`config.mk`:
```
export PLATFORM = sky130hd
export DESIGN_NAME = branch_unit_top
export DESIGN_NICKNAME = d
export VERILOG_FILES = /design/src/source/bpred_pkg.sv /design/src/source/rv_isa_pkg.sv /design/src/source/branch_decode.sv /design/src/source/branch_execute.sv /design/src/source/branch_result.sv /design/src/source/branch_unit_top.sv /design/src/source/tournament_predictor.sv
export SDC_FILE = /design/constraint.sdc
export NUM_CORES = 1
export LEC_CHECK = 0
export BUFFER_PORTS_ARGS = -buffer_cell sky130_fd_sc_hd__buf_2
export CAP_MARGIN = 0
export CORE_MARGIN = 4
export CORE_UTILIZATION = 50
export CTS_CLUSTER_DIAMETER = 120
export CTS_CLUSTER_SIZE = 14
export DETAILED_ROUTE_END_ITERATION = 7
export GPL_ROUTABILITY_DRIVEN = 1
export PLACE_DENSITY = 0.77
export SLEW_MARGIN = 10
export SYNTH_ARGS = -nofsm -noshare
export SYNTH_HDL_FRONTEND = slang
export SYNTH_SLANG_ARGS = --single-unit
export TNS_END_PERCENT = 10
```
`constraint.sdc`:
```
create_clock -name clk -period 6.2 [get_ports clk]
set_input_delay 0.31 -clock clk [delete_from_list [all_inputs] [get_ports clk]]
set_output_delay 0.31 -clock clk [all_outputs]
set_load 0.05 [all_outputs]
```
`src/source/bpred_pkg.sv`:
```
package bpred_pkg;

    // local and meta tables index with pc[7:2]
    localparam int LOCAL_INDEX_BITS = 6;

    // global table index is pc[7:2] xor history
    localparam int GLOBAL_HISTORY_BITS = 6;

    // entries per counter table
    localparam int TABLE_ENTRIES = 1 << LOCAL_INDEX_BITS;

    // 2-bit saturating counter
    // msb is the taken / choose-global decision
    typedef logic [1:0] counter_t;

    // weak not-taken
    // for meta this is weakly choose local
    localparam counter_t COUNTER_RESET = 2'b01;

endpackage

```
`src/source/rv_isa_pkg.sv`:
```
package rv_isa_pkg;

    // major opcodes that matter to branch resolution
    // anything else decodes as "other"
    typedef enum logic [6:0] {
        // conditional branches, B-type immediate
        OPC_BRANCH = 7'b1100011,
        // jump and link, J-type immediate
        OPC_JAL    = 7'b1101111,
        // jump and link register, I-type immediate
        OPC_JALR   = 7'b1100111
    } opcode_e;

    // funct3 of the BRANCH opcode
    // 010 and 011 are unused encodings
    typedef enum logic [2:0] {
        BEQ  = 3'b000,
        BNE  = 3'b001,
        // signed compares
        BLT  = 3'b100,
        BGE  = 3'b101,
        // unsigned compares
        BLTU = 3'b110,
        BGEU = 3'b111
    } branch_funct3_e;

    // control transfer class, carried down every stage
    typedef enum logic [1:0] {
        // not a branch, dropped at decode
        KIND_NONE = 2'b00,
        // conditional, predicted by the tournament tables
        KIND_COND = 2'b01,
        // always taken, target known at decode
        KIND_JAL  = 2'b10,
        // always taken, target never predicted
        KIND_JALR = 2'b11
    } branch_kind_e;

endpackage

```
`src/source/branch_decode.sv`:
```
module branch_decode (
    input  logic                         clk,
    input  logic                         reset,
    input  logic                         instr_valid,
    input  logic [31:0]                  instr_pc,
    input  logic [31:0]                  instr_word,
    input  logic [31:0]                  rs1_data,
    input  logic [31:0]                  rs2_data,
    output logic [31:0]                  lookup_pc,
    input  logic                         pred_taken,
    output logic                         dec_valid,
    output rv_isa_pkg::branch_kind_e     dec_kind,
    output rv_isa_pkg::branch_funct3_e   dec_funct3,
    output logic [31:0]                  dec_pc,
    output logic [31:0]                  dec_imm,
    output logic [31:0]                  dec_rs1_data,
    output logic [31:0]                  dec_rs2_data,
    output logic                         dec_pred_taken
);
    import rv_isa_pkg::*;

    opcode_e      opcode;
    logic [2:0]   funct3_raw;
    logic [31:0]  imm_b;
    logic [31:0]  imm_j;
    logic [31:0]  imm_i;
    branch_kind_e kind;
    logic [31:0]  imm;

    // predictor looks up the raw pc, answer comes back this cycle
    assign lookup_pc = instr_pc;

    assign opcode     = opcode_e'(instr_word[6:0]);
    assign funct3_raw = instr_word[14:12];

    // sign-extended immediates, bit 0 implied zero for B and J
    assign imm_b = {{20{instr_word[31]}}, instr_word[7], instr_word[30:25],
                    instr_word[11:8], 1'b0};
    assign imm_j = {{12{instr_word[31]}}, instr_word[19:12], instr_word[20],
                    instr_word[30:21], 1'b0};
    assign imm_i = {{21{instr_word[31]}}, instr_word[30:20]};

    always_comb begin
        kind = KIND_NONE;
        imm  = imm_i;
        case (opcode)
            OPC_BRANCH: begin
                // unused funct3 010/011 falls out as other
                if (funct3_raw[2:1] != 2'b01) begin
                    kind = KIND_COND;
                end
                imm = imm_b;
            end
            OPC_JAL: begin
                kind = KIND_JAL;
                imm  = imm_j;
            end
            OPC_JALR: begin
                kind = KIND_JALR;
            end
            default: begin
                kind = KIND_NONE;
            end
        endcase
    end

    // non-branches drop out here
    always_ff @(posedge clk) begin
        if (reset) begin
            dec_valid <= 1'b0;
        end else begin
            dec_valid <= instr_valid && (kind != KIND_NONE);
        end
    end

    always_ff @(posedge clk) begin
        dec_kind       <= kind;
        dec_funct3     <= branch_funct3_e'(funct3_raw);
        dec_pc         <= instr_pc;
        dec_imm        <= imm;
        dec_rs1_data   <= rs1_data;
        dec_rs2_data   <= rs2_data;
        dec_pred_taken <= pred_taken;
    end

    // every live stage-2 entry is a real branch or jump
    a_dec_kind_live: assert property (@(posedge clk) disable iff (reset)
        dec_valid |-> (dec_kind != KIND_NONE));

endmodule

```
`src/source/branch_execute.sv`:
```
module branch_execute (
    input  logic                         clk,
    input  logic                         reset,
    input  logic                         dec_valid,
    input  rv_isa_pkg::branch_kind_e     dec_kind,
    input  rv_isa_pkg::branch_funct3_e   dec_funct3,
    input  logic [31:0]                  dec_pc,
    input  logic [31:0]                  dec_imm,
    input  logic [31:0]                  dec_rs1_data,
    input  logic [31:0]                  dec_rs2_data,
    input  logic                         dec_pred_taken,
    output logic                         ex_valid,
    output rv_isa_pkg::branch_kind_e     ex_kind,
    output logic [31:0]                  ex_pc,
    output logic                         ex_taken,
    output logic [31:0]                  ex_target,
    output logic                         ex_pred_taken
);
    import rv_isa_pkg::*;

    logic        cond_true;
    logic        taken;
    logic [31:0] target_base;
    logic [31:0] target_sum;
    logic [31:0] target;

    // funct3 selects the compare
    always_comb begin
        case (dec_funct3)
            BEQ:     cond_true = (dec_rs1_data == dec_rs2_data);
            BNE:     cond_true = (dec_rs1_data != dec_rs2_data);
            BLT:     cond_true = ($signed(dec_rs1_data) < $signed(dec_rs2_data));
            BGE:     cond_true = ($signed(dec_rs1_data) >= $signed(dec_rs2_data));
            BLTU:    cond_true = (dec_rs1_data < dec_rs2_data);
            BGEU:    cond_true = (dec_rs1_data >= dec_rs2_data);
            default: cond_true = 1'b0;
        endcase
    end

    // jumps always go
    assign taken = (dec_kind == KIND_COND) ? cond_true : 1'b1;

    // jalr is register relative, the rest pc relative
    assign target_base = (dec_kind == KIND_JALR) ? dec_rs1_data : dec_pc;
    assign target_sum  = target_base + dec_imm;
    assign target      = (dec_kind == KIND_JALR) ? {target_sum[31:1], 1'b0} : target_sum;

    always_ff @(posedge clk) begin
        if (reset) begin
            ex_valid <= 1'b0;
        end else begin
            ex_valid <= dec_valid;
        end
    end

    always_ff @(posedge clk) begin
        ex_kind       <= dec_kind;
        ex_pc         <= dec_pc;
        ex_taken      <= taken;
        ex_target     <= target;
        ex_pred_taken <= dec_pred_taken;
    end

    // jalr target reaches result already halfword-cleared
    a_jalr_bit0: assert property (@(posedge clk) disable iff (reset)
        (ex_valid && ex_kind == KIND_JALR) |-> (ex_target[0] == 1'b0));

endmodule

```
`src/source/branch_result.sv`:
```
module branch_result (
    input  logic                       clk,
    input  logic                       reset,
    input  logic                       ex_valid,
    input  rv_isa_pkg::branch_kind_e   ex_kind,
    input  logic [31:0]                ex_pc,
    input  logic                       ex_taken,
    input  logic [31:0]                ex_target,
    input  logic                       ex_pred_taken,
    output logic                       train_valid,
    output logic [31:0]                train_pc,
    output logic                       train_taken,
    output logic                       result_valid,
    output rv_isa_pkg::branch_kind_e   result_kind,
    output logic                       result_taken,
    output logic [31:0]                result_pc_next,
    output logic [31:0]                link_data,
    output logic                       mispredict
);
    import rv_isa_pkg::*;

    logic [31:0] pc_plus4;
    logic [31:0] pc_next;
    logic        mispredict_raw;

    assign pc_plus4 = ex_pc + 32'd4;
    assign pc_next  = ex_taken ? ex_target : pc_plus4;

    // jal target is exact, jalr never predicted
    always_comb begin
        case (ex_kind)
            KIND_COND: mispredict_raw = (ex_pred_taken != ex_taken);
            KIND_JALR: mispredict_raw = 1'b1;
            default:   mispredict_raw = 1'b0;
        endcase
    end

    // train conditionals only, same edge as the result register
    assign train_valid = ex_valid && (ex_kind == KIND_COND);
    assign train_pc    = ex_pc;
    assign train_taken = ex_taken;

    // result_valid and mispredict are strobes
    always_ff @(posedge clk) begin
        if (reset) begin
            result_valid <= 1'b0;
            mispredict   <= 1'b0;
        end else begin
            result_valid <= ex_valid;
            mispredict   <= ex_valid && mispredict_raw;
        end
    end

    always_ff @(posedge clk) begin
        result_kind    <= ex_kind;
        result_taken   <= ex_taken;
        result_pc_next <= pc_next;
        link_data      <= pc_plus4;
    end

endmodule

```
`src/source/branch_unit_top.sv`:
```
module branch_unit_top (
    input  logic                       clk,
    input  logic                       reset,
    input  logic                       instr_valid,
    input  logic [31:0]                instr_pc,
    input  logic [31:0]                instr_word,
    input  logic [31:0]                rs1_data,
    input  logic [31:0]                rs2_data,
    output logic                       result_valid,
    output rv_isa_pkg::branch_kind_e   result_kind,
    output logic                       result_taken,
    output logic [31:0]                result_pc_next,
    output logic [31:0]                link_data,
    output logic                       mispredict
);
    import rv_isa_pkg::*;

    // decode to predictor, same cycle
    logic [31:0]    lookup_pc;
    logic           pred_taken;

    // decode to execute
    logic           dec_valid;
    branch_kind_e   dec_kind;
    branch_funct3_e dec_funct3;
    logic [31:0]    dec_pc;
    logic [31:0]    dec_imm;
    logic [31:0]    dec_rs1_data;
    logic [31:0]    dec_rs2_data;
    logic           dec_pred_taken;

    // execute to result
    logic           ex_valid;
    branch_kind_e   ex_kind;
    logic [31:0]    ex_pc;
    logic           ex_taken;
    logic [31:0]    ex_target;
    logic           ex_pred_taken;

    // result back to predictor
    logic           train_valid;
    logic [31:0]    train_pc;
    logic           train_taken;

    // port names line up stage to stage
    branch_decode        u_decode    (.*);
    tournament_predictor u_predictor (.*);
    branch_execute       u_execute   (.*);
    branch_result        u_result    (.*);

endmodule

```
`src/source/tournament_predictor.sv`:
```
module tournament_predictor (
    input  logic        clk,
    input  logic        reset,
    input  logic [31:0] lookup_pc,
    output logic        pred_taken,
    input  logic        train_valid,
    input  logic [31:0] train_pc,
    input  logic        train_taken
);
    import bpred_pkg::*;

    counter_t local_table  [TABLE_ENTRIES];
    counter_t global_table [TABLE_ENTRIES];
    counter_t meta_table   [TABLE_ENTRIES];

    // resolved outcomes only, newest in bit 0
    logic [GLOBAL_HISTORY_BITS-1:0] history;

    logic [LOCAL_INDEX_BITS-1:0]    lk_local_idx;
    logic [GLOBAL_HISTORY_BITS-1:0] lk_global_idx;
    logic                           lk_local_taken;
    logic                           lk_global_taken;
    logic                           lk_use_global;

    logic [LOCAL_INDEX_BITS-1:0]    tr_local_idx;
    logic [GLOBAL_HISTORY_BITS-1:0] tr_global_idx;
    logic                           tr_local_right;
    logic                           tr_global_right;

    // saturating step toward up / down
    function automatic counter_t sat_step(counter_t ctr, logic up);
        counter_t next;
        next = ctr;
        if (up && ctr != 2'b11) begin
            next = ctr + 2'b01;
        end else if (!up && ctr != 2'b00) begin
            next = ctr - 2'b01;
        end
        return next;
    endfunction

    // lookup side, word-aligned pc bits
    assign lk_local_idx  = lookup_pc[LOCAL_INDEX_BITS+1:2];
    assign lk_global_idx = lookup_pc[GLOBAL_HISTORY_BITS+1:2] ^ history;

    assign lk_local_taken  = local_table[lk_local_idx][1];
    assign lk_global_taken = global_table[lk_global_idx][1];
    // meta msb set picks global
    assign lk_use_global   = meta_table[lk_local_idx][1];

    assign pred_taken = lk_use_global ? lk_global_taken : lk_local_taken;

    // training side, history as it stands at resolution
    assign tr_local_idx  = train_pc[LOCAL_INDEX_BITS+1:2];
    assign tr_global_idx = train_pc[GLOBAL_HISTORY_BITS+1:2] ^ history;

    // which components would have called it right
    assign tr_local_right  = (local_table[tr_local_idx][1] == train_taken);
    assign tr_global_right = (global_table[tr_global_idx][1] == train_taken);

    always_ff @(posedge clk) begin
        if (reset) begin
            for (int i = 0; i < TABLE_ENTRIES; i++) begin
                local_table[i]  <= COUNTER_RESET;
                global_table[i] <= COUNTER_RESET;
                meta_table[i]   <= COUNTER_RESET;
            end
            history <= '0;
        end else if (train_valid) begin
            local_table[tr_local_idx]   <= sat_step(local_table[tr_local_idx], train_taken);
            global_table[tr_global_idx] <= sat_step(global_table[tr_global_idx], train_taken);
            // meta only learns when the two disagree
            if (tr_local_right != tr_global_right) begin
                meta_table[tr_local_idx] <= sat_step(meta_table[tr_local_idx],
                                                     tr_global_right);
            end
            history <= {history[GLOBAL_HISTORY_BITS-2:0], train_taken};
        end
    end

    // an X outcome would poison tables and history
    a_train_known: assert property (@(posedge clk) disable iff (reset)
        train_valid |-> !$isunknown(train_taken));

endmodule

```
# Yosys cells after proc, flatten, opt, wreduce, memory -nomap -nowiden
# Memory sizes are Yosys's and may differ from the RTL's. A register that Yosys moved wholly into a read port is not among the register bits.
# Cells that the tools add are included.
# W data, S select, Z words.
dict set report op_classes {
  n_addsub 8
  n_mul 0
  div_mod_pow 0
  order_cmp 4
  eq_ne 22
  n_shift 0
  muxes 39
  bitwise 2
  n_reduce_logical 19
}
# cell count
set op_table {}
lappend op_table {{$ge A32 B32 Y1} 2}
lappend op_table {{$lt A32 B32 Y1} 2}
lappend op_table {{$mux W32} 2}
lappend op_table {{$pmux W20 S2} 1}
lappend op_table {{$add A32 B3 Y32 const B} 1}
lappend op_table {{$add A32 B32 Y32} 1}
lappend op_table {{$eq A32 B32 Y1} 1}
lappend op_table {{$mux W2} 16}
lappend op_table {{$ne A32 B32 Y1} 1}
lappend op_table {{$eq A7 B7 Y1 const B} 3}
lappend op_table {{$mux W6} 3}
lappend op_table {{$mux W1} 14}
lappend op_table {{$eq A3 B3 Y1 const B} 4}
lappend op_table {{$xor A6 B6 Y6} 2}
lappend op_table {{$logic_and A1 B1 Y1} 9}
lappend op_table {{$reduce_bool A2 Y1} 4}
lappend op_table {{$add A2 B1 Y2 const B} 3}
lappend op_table {{$ne A2 B2 Y1 const B} 3}
lappend op_table {{$pmux W1 S6} 1}
lappend op_table {{$pmux W2 S3} 1}
lappend op_table {{$reduce_or A2 Y1} 3}
lappend op_table {{$sub A2 B1 Y2 const B} 3}
lappend op_table {{$eq A2 B1 Y1 const B} 2}
lappend op_table {{$eq A2 B2 Y1 const B} 2}
lappend op_table {{other kinds (7)} 10}
dict set report word_totals {
  register_bits 268
  latch_bits 0
  mem_bits_rw 384
  rom_bits 0
  inputBits 131
  output_inout_bits 69
  word_cells 119
  memories 3
}
# name depth word_bits rd rd_clocked_by_memory_dff write_ports line_no
set memory_table {}
lappend memory_table {u_predictor.global_table 64 2 2 0 64 tournament_predictor.sv:13} ;# counter_t global_table [TABLE_ENTRIES];
lappend memory_table {u_predictor.local_table 64 2 2 1 64 tournament_predictor.sv:12} ;# counter_t local_table [TABLE_ENTRIES];
lappend memory_table {u_predictor.meta_table 64 2 2 1 64 tournament_predictor.sv:14} ;# counter_t meta_table [TABLE_ENTRIES];

# Depth between registers and ports, before layout
# Gate-level depths: netlist of run 1.
# An unclocked memory read counts as a cell.
dict set report depth {
  word_depth 11
  mapped_depth 18
  mapped_depth_nobuf 14
}

# By module
# Synthesis of run 1 repeated with hierarchy kept, for this count alone.
dict set report unflattened {
  hier_cells 2808
  hier_area_um2 31435.1
}
# mod n_inst cells_per_inst area_each_um2 seq_area_each_um2
set by_module_without_submodules {}
lappend by_module_without_submodules {tournament_predictor 1 1888 21376.8 11651.2}
lappend by_module_without_submodules {branch_execute 1 445 4237.8 1381.3}
lappend by_module_without_submodules {branch_decode 1 204 3088.0 2482.4}
lappend by_module_without_submodules {branch_result 1 271 2732.6 1381.3}

# Least setup slack after synthesis of run 1
# No wires, ideal clock.
dict set report synth_path {
  kind {flip-flop to flip-flop}
  start {register u_execute.ex_pc[2]}
  end {memory u_predictor.local_table[40][1] (netlist name), data pin}
  setup_ns 0.272
  arrival_time_ns 3.493
  t_required_ns 5.928
  setup_slack_ns 2.435
  path_stages_with_launch 19
  path_buffers 8
  synth_period_minus_slack_ns 3.765
  cell_sequence {dfxtp_1 -> buf_4 -> buf_6 -> buf_4 -> nor3b_2 -> buf_4 -> buf_2 -> buf_1 -> a22oi_1 -> nand4_1 -> a21oi_1 -> and3_1 -> ha_1 -> inv_1 -> mux2i_1 -> mux2_2 -> clkbuf_1 -> buf_1 -> nor4_1}
}
# element line_no
set synth_rtl {}
lappend synth_rtl {{start, declared} branch_execute.sv:14} ;# output logic [31:0] ex_pc,
lappend synth_rtl {{start signal, assigned} branch_execute.sv:58} ;# ex_pc <= dec_pc;
lappend synth_rtl {{end, declared} tournament_predictor.sv:12}

==> results.toml, run 1 <==
[outcome]
status = "finished clean"

[synthesis]
ys_seq_area_frac = 0.548
synth_cell_types = 92
syn_inst = 2609
yosys_warnings = 0
synth_top_area_cell = "edfxtp_1"
ys_top_cells_by_area = "edfxtp_1 (37%), dfxtp_1 (17%), mux4_2 (5.3%)"
synth_area_um2 = 30800
avgSynthCellArea_um2 = 11.8
ys_ff_latch = 652
synth_edf_count = 384
synth_top_area_frac = 0.374
synth_nets = 2811
synthFlopType = "edfxtp_1"
ys_async_sr_fraction = 0

[cts]
htreeDepth = 2
cts-buffers-inserted = 52
clk_latency_ns = 0.66
clk_pin_slew_ns = 0.07
postCtsResizedCells = 0
numClockSinks = 652
root_buffer = "clkbuf_16"
cts_tree = "done"
cts_buffer_depth = 3

[power_and_ir_drop]
ir_drop_uv = 253
p_per_area_nw_per_um2 = 279
leakage_nw = 12.4

[finish]
nFillCells = 4691
drive_gt1_frac = 0.228
final_core_utilization = 0.576
stdcell_count = 3613
area_growth_pct = 13.5
finalNetCount = 3002
antenna_cells = 0

[floorplan]
fp.dieW_um = 256
ios = 200
die_area_um2 = 65700
initial_core_util = 0.508
row_count = 90
die_y_um = 256
core_um2 = 60700

[critical_path]
arrival_ns = 5.60
crit_path_top_delay_cell = "xor2_2"
startpoint_type = "register"
critPathTopFamily = "compound AO/OA/AOI/OAI gates"
end_kind = "register"
slowest_delay_ns = 0.77
cp.required_ns = 6.52
startpoint = "u_execute.ex_pc[3]"
path_buf_inv = 2
critical_path_peak_fanout = 64
r2r-start = "u_execute.ex_pc[3]"
critPathKind = "reg2reg"
worstPathCellList = "xor2_2, nor2_1, a221oi_1, o211ai_1, a32o_2, nor3_4, inv_2, ha_1, mux2i_1, xnor2_4, buf_4, nand2_1"

[placement]
dp.cells = 3405
port_buffers = 199
dp_hpwl_mm = 58.8
finalWeightedCongestion = 0.947

[timing]
max_freq_mhz = 189
worst_pin_slew_ns = 1.15
grt_setup_unrepaired = "false"
setup_viol = 0
slew_headroom = 0.233
finClkSkew_ns = 0.0693
final_max_slew_viol_count = 0
hold_viol = 0
final.setup.tns_ns = 0
timing.hold.ws_ns = 0.162
fin_crit_sh = 0.851
period_needed_ns = 5.28

[routing]
num_vias = 24200
dr.pass1.iters = 8
avgRoutedWirePerCell_um = 26.0
drt_wl_total_mm = 94.0
drtIter0Drc = 3579
viasPerCell = 6.70
ant_nets = 0
drcViolationCount = 0

[global_routing]
antenna_found_initial = 1
track_usage = 0.274
grt_pass1_vias = 24400
grt_max_degree = 122
grt_pass1_wl_mm = 142
grt-ovfl-total = 0

[run]
drv_cap = 0

[hold_path]
worstHoldPathType = "in2reg"
hold_start = "instr_pc[4]"
## worst paths after layout
path                                                         to  slack (ns)  cells past startpoint
worst max-delay path            u_predictor.global_table[14][0]        0.92                     12
worst min-delay path                         u_decode.dec_pc[4]        0.16                      1
worst max register to register  u_predictor.global_table[14][0]        0.92                     12
worst min register to register          u_execute.ex_pred_taken        0.34                      0
## cell usage after synthesis (18+ instances only)
cell type / number
a21o_1: 82
a21oi_1: 49
a221oi_1: 27
a22oi_1: 98
a31o_2: 68
buf_1: 21
buf_2: 57
clkbuf_1: 138
dfxtp_1: 268
edfxtp_1: 384
ha_1: 70
inv_1: 52
mux2_2: 74
mux2i_1: 21
mux4_2: 73
nand2_1: 170
nand3_1: 93
nand4_1: 24
nor2_1: 143
nor2b_1: 18
nor3_1: 109
nor4_1: 101
o21ai_0: 24
or2_2: 69
or4_1: 63
xnor2_1: 44
xor2_1: 30
## layout make-up
| type | instances | area (µm²) | area share |
|---|---|---|---|
| clock inverter | 4 | 110 | 0.00315 |
| timing repair buffer | 390 | 2780 | 0.0795 |
| multi-input combinational | 1649 | 12600 | 0.360 |
| sequential | 652 | 16900 | 0.483 |
| tap | 782 | 978 | 0.0280 |
| inverter | 55 | 206 | 0.00590 |
| clock buffer | 81 | 1420 | 0.0406 |
## flip-flops by register name, summed over array words and instances, names as in the netlist, 21 cells and up
register                  flops
u_predictor.local_table     128
u_decode.dec_rs1_data        32
u_execute.ex_target          32
u_decode.dec_rs2_data        32
u_result.link_data           32
u_decode.dec_pc              32
u_predictor.meta_table      128
u_decode.dec_imm             21
u_execute.ex_pc              32
u_predictor.global_table    128
u_result.result_pc_next      32
## power breakdown
part           switching [W]  internal [W]
registers           0.000121       0.00478
logic                0.00111      0.000550
clock network        0.00156       0.00162
## cell families after synthesis
family                     share of synthesized area
DFF                                            0.548
AOI/OAI and AO/OA                              0.116
muxes                                         0.0883
buffers and inverters                         0.0466
adders and majority gates                     0.0291
and+or+nand+nor                                0.147
xor gates and xnor gates                      0.0246
## stage by stage
stage | total power [W] | instance area (µm²) | setup WS [ns]
5_1_grt | 0.0100 | 35000 | 0.597
3_3_place_gp | 0.00650 | 32200 | 1.20
3_5_place_dp | 0.00653 | 32200 | 1.13
4_1_cts | 0.00970 | 35000 | 1.03
6_report | 0.00974 | 35000 | 0.922
2_1_floorplan | 0.00608 | 30800 | 2.44
## routing by layer
metal	vias to the layer above	wire, µm	GRT usage
met5	-	11	0
met4	2	5110	0.130
met3	370	10800	0.0572
met2	1817	44600	0.456
met1	11700	33500	0.344
li1	10300	-	-
## worst register-to-register path, delay by kind of cell, from the launching register on
kind | cells | cell delay [ns]
mux | 1 | 0.35
compound gates | 3 | 1.00
xor+xnor | 2 | 0.93
flops | 1 | 0.71
buf+inv | 2 | 0.72
fa+ha+maj | 1 | 0.25
simple gates | 3 | 1.05
## timing repair
item,4_1_cts,5_1_grt
hold buffers,123,0
buffers inserted,0,0
endpoints found under the hold margin,120,0
## placed cells by master, fill, tap and decap left out, types with 9 or more instances in the layout
| master | synthesis | layout |
|---|---|---|
| a21o_1 | 82 | 82 |
| a21oi_1 | 49 | 49 |
| a221oi_1 | 27 | 27 |
| a22o_1 | 12 | 12 |
| a22oi_1 | 98 | 98 |
| a31o_2 | 68 | 68 |
| a31oi_1 | 11 | 11 |
| and3_1 | 16 | 16 |
| buf_2 | 57 | 198 |
| buf_4 | 13 | 65 |
| clkbuf_1 | 138 | 28 |
| clkbuf_16 | 0 | 52 |
| dfxtp_1 | 268 | 266 |
| dlygate4sd3_1 | 0 | 123 |
| edfxtp_1 | 384 | 384 |
| ha_1 | 70 | 70 |
| inv_1 | 52 | 52 |
| mux2_2 | 74 | 74 |
| mux2i_1 | 21 | 21 |
| mux4_2 | 73 | 73 |
| nand2_1 | 170 | 170 |
| nand3_1 | 93 | 93 |
| nand4_1 | 24 | 24 |
| nor2_1 | 143 | 139 |
| nor2b_1 | 18 | 18 |
| nor3_1 | 109 | 107 |
| nor4_1 | 101 | 101 |
| o211ai_1 | 13 | 13 |
| o21ai_0 | 24 | 24 |
| o21bai_1 | 9 | 9 |
| or2_2 | 69 | 69 |
| or4_1 | 63 | 63 |
| xnor2_1 | 44 | 43 |
| xor2_1 | 30 | 29 |
Power figures use the tool's default switching activity.
==> run 2, diff against run 1 <==
==> constraint.sdc (replaced) <==
create_clock -name clk -period 6.2 [get_ports clk]
set_input_delay 0.93 -clock clk [delete_from_list [all_inputs] [get_ports clk]]
set_output_delay 0.93 -clock clk [all_outputs]
set_load 0.05 [all_outputs]
==> run 2 against run 1 <==
Maximum frequency grew 0.86%. Cell count shrank 3.3%. Clock-buffer cell count grew 3. Combinational power shrank 5%. Final area shrank 3.5%. Die area is the same. Total power shrank 1.3%. First-iteration DRC count shrank 1.6%. Clock power shrank 1%. Flip-flop and latch count is the same. Register-to-register slack gained 0.05 ns. Largest cell class unchanged.
==> results.toml, run 2 (synthesis results as in run 1) <==
[routing]
drcViolationCount = 0
drtIter0Drc = 3522
ant_nets = 0
avgRoutedWirePerCell_um = 25.6
viasPerCell = 6.72
drt_wl_total_mm = 89.6
dr.pass1.iters = 6
num_vias = 23500

[timing]
setup_slack_ns = 0.967
worst_pin_slew_ns = 1.23
grt_setup_unrepaired = "false"
final_max_slew_viol_count = 0
slew_headroom = 0.181
period_needed_ns = 5.23
final.setup.tns_ns = 0
finClkSkew_ns = 0.0657
fin_crit_sh = 0.844
hold_viol = 0
setup_viol = 0
max_freq_mhz = 191

[floorplan]
core_um2 = 60700
ios = 200
row_count = 90
initial_core_util = 0.508
die_area_um2 = 65700
fp.dieW_um = 256
die_y_um = 256

[finish]
antenna_cells = 0
finalNetCount = 2881
final_common_cell = "edfxtp_1"
final_core_utilization = 0.556
drive_gt1_frac = 0.237
postLayoutCellArea_um2 = 33700
nFillCells = 4874
largest_registers = "u_predictor.global_table (128), u_predictor.local_table (128), u_predictor.meta_table (128)"
area_growth_pct = 9.50
layout_common_cells = "edfxtp_1 (384), dfxtp_1 (266), buf_2 (198), nand2_1 (170), nor2_1 (141)"

[global_routing]
grt_pass1_wl_mm = 136
grt_max_degree = 90
grt_pass1_vias = 23400
grt_use_met3 = 0.0533
globalRoute.busiestLayer = "met2"
antenna_found_initial = 2
grt_util_met2 = 0.426
grt_use_met1 = 0.340
grt-ovfl-total = 0
track_usage = 0.263

[cts]
clk_latency_ns = 0.66
postCtsResizedCells = 0
cts-buffers-inserted = 52
clk_pin_slew_ns = 0.08
numClockSinks = 652
root_buffer = "clkbuf_16"
postCtsSetupBuffers = 0
htreeDepth = 2
cts_tree = "done"
holdBufCountCts = 0
cts_buffer_depth = 3

[critical_path]
arrival_ns = 5.58
cp.required_ns = 6.54
reg2reg_depth = 15
critPathKind = "reg2reg"
rrSetupSlack_ns = 0.97
r2r-start = "u_execute.ex_pc[2]"
crit-reg2reg-capture = "u_predictor.global_table[48][0]"
critical_path_peak_fanout = 29
startpoint_type = "register"
end_kind = "register"

[hold_path]
holdPathEnd = "u_execute.ex_pc[26]"
hold_path_depth = 0
worstHoldPathType = "reg2reg"
hold_start = "u_decode.dec_pc[26]"

[placement]
finalWeightedCongestion = 0.931
port_buffers = 199
pre_cts_slack_ns = 1.12
dp_hpwl_mm = 59.5
place_area_um2 = 32200

[power_and_ir_drop]
p_per_area_nw_per_um2 = 285
leakage_nw = 11.9
power_w = 0.00962
ir_drop_uv = 236

[run]
drv_cap = 0

[outcome]
status = "finished clean"
## run 2: cell types whose count changed in the layout (fill, tap and decap cells not counted)
cell           before  now
dlygate4sd3_1     123    0
clkbuf_1           28   32
buf_4              65   67
nor2_1            139  141
nor2_2              4    2
bufinv_16           1    0
clkbuf_8            1    0
clkinv_4            0    1
## run 2: area by class of cell
cell class	count	area [µm²]	share of cell area
clock buffers	84	1420	0.0421
clock inverters	4	88.8	0.00263
inverters	55	206	0.00612
multi-input cells	1649	12600	0.373
flip-flops and latches	652	16900	0.501
well taps	782	978	0.0290
repair buffers	269	1570	0.0464
## run 2: worst max-delay path by stage
stage | cells past startpoint | from | end | slack (ns)
final | 15 | u_execute.ex_pc[2] | u_predictor.global_table[48][0] | 0.97
after global routing | 16 | u_execute.ex_pc[2] | u_predictor.global_table[47][1] | 0.71
after CTS | 15 | u_execute.ex_pc[2] | u_predictor.global_table[48][0] | 1.05
after detailed placement | 16 | u_execute.ex_pc[2] | u_predictor.global_table[15][1] | 1.12
after global placement | 16 | u_execute.ex_pc[2] | u_predictor.global_table[47][1] | 1.24
after floorplan | 7 | instr_pc[2] | u_decode.dec_pred_taken | 2.26
## run 2: where the power goes
group / leakage [nW] / internal (W) / switching (W)
sequential: 5.56 / 0.00478 / 0.000118
combinational: 5.65 / 0.000500 / 0.00108
clock: 0.715 / 0.00158 / 0.00156
## run 2: critical path, cell delays in order (launching register included)
cell	delay, ns
dfxtp_2	0.68
buf_4	0.40
xor2_1	0.12
buf_4	0.24
nor2_1	0.48
a22oi_1	0.18
nand3_1	0.12
o21ai_0	0.15
mux4_2	0.49
mux2i_1	0.55
inv_1	0.10
ha_1	0.23
mux2i_1	0.33
xnor2_4	0.27
buf_4	0.42
nand2_1	0.12
## run 2: metal layers
| metal | up-vias | routed length (µm) |
|---|---|---|
| met2 | 1783 | 41600 |
| met4 | 2 | 4520 |
| met3 | 316 | 11100 |
| met5 | - | 11 |
| li1 | 10100 | - |
| met1 | 11300 | 32400 |
## run 2: stage by stage
| step | instances | hold WS, ns |
|---|---|---|
| final | 3495 | 0.335 |
| after CTS | 3495 | 0.335 |
| after global routing | 3495 | 0.343 |
| after floorplan | 2609 | 0.310 |
| after detailed placement | 3407 | 0.326 |
| after global placement | 3407 | 0.315 |
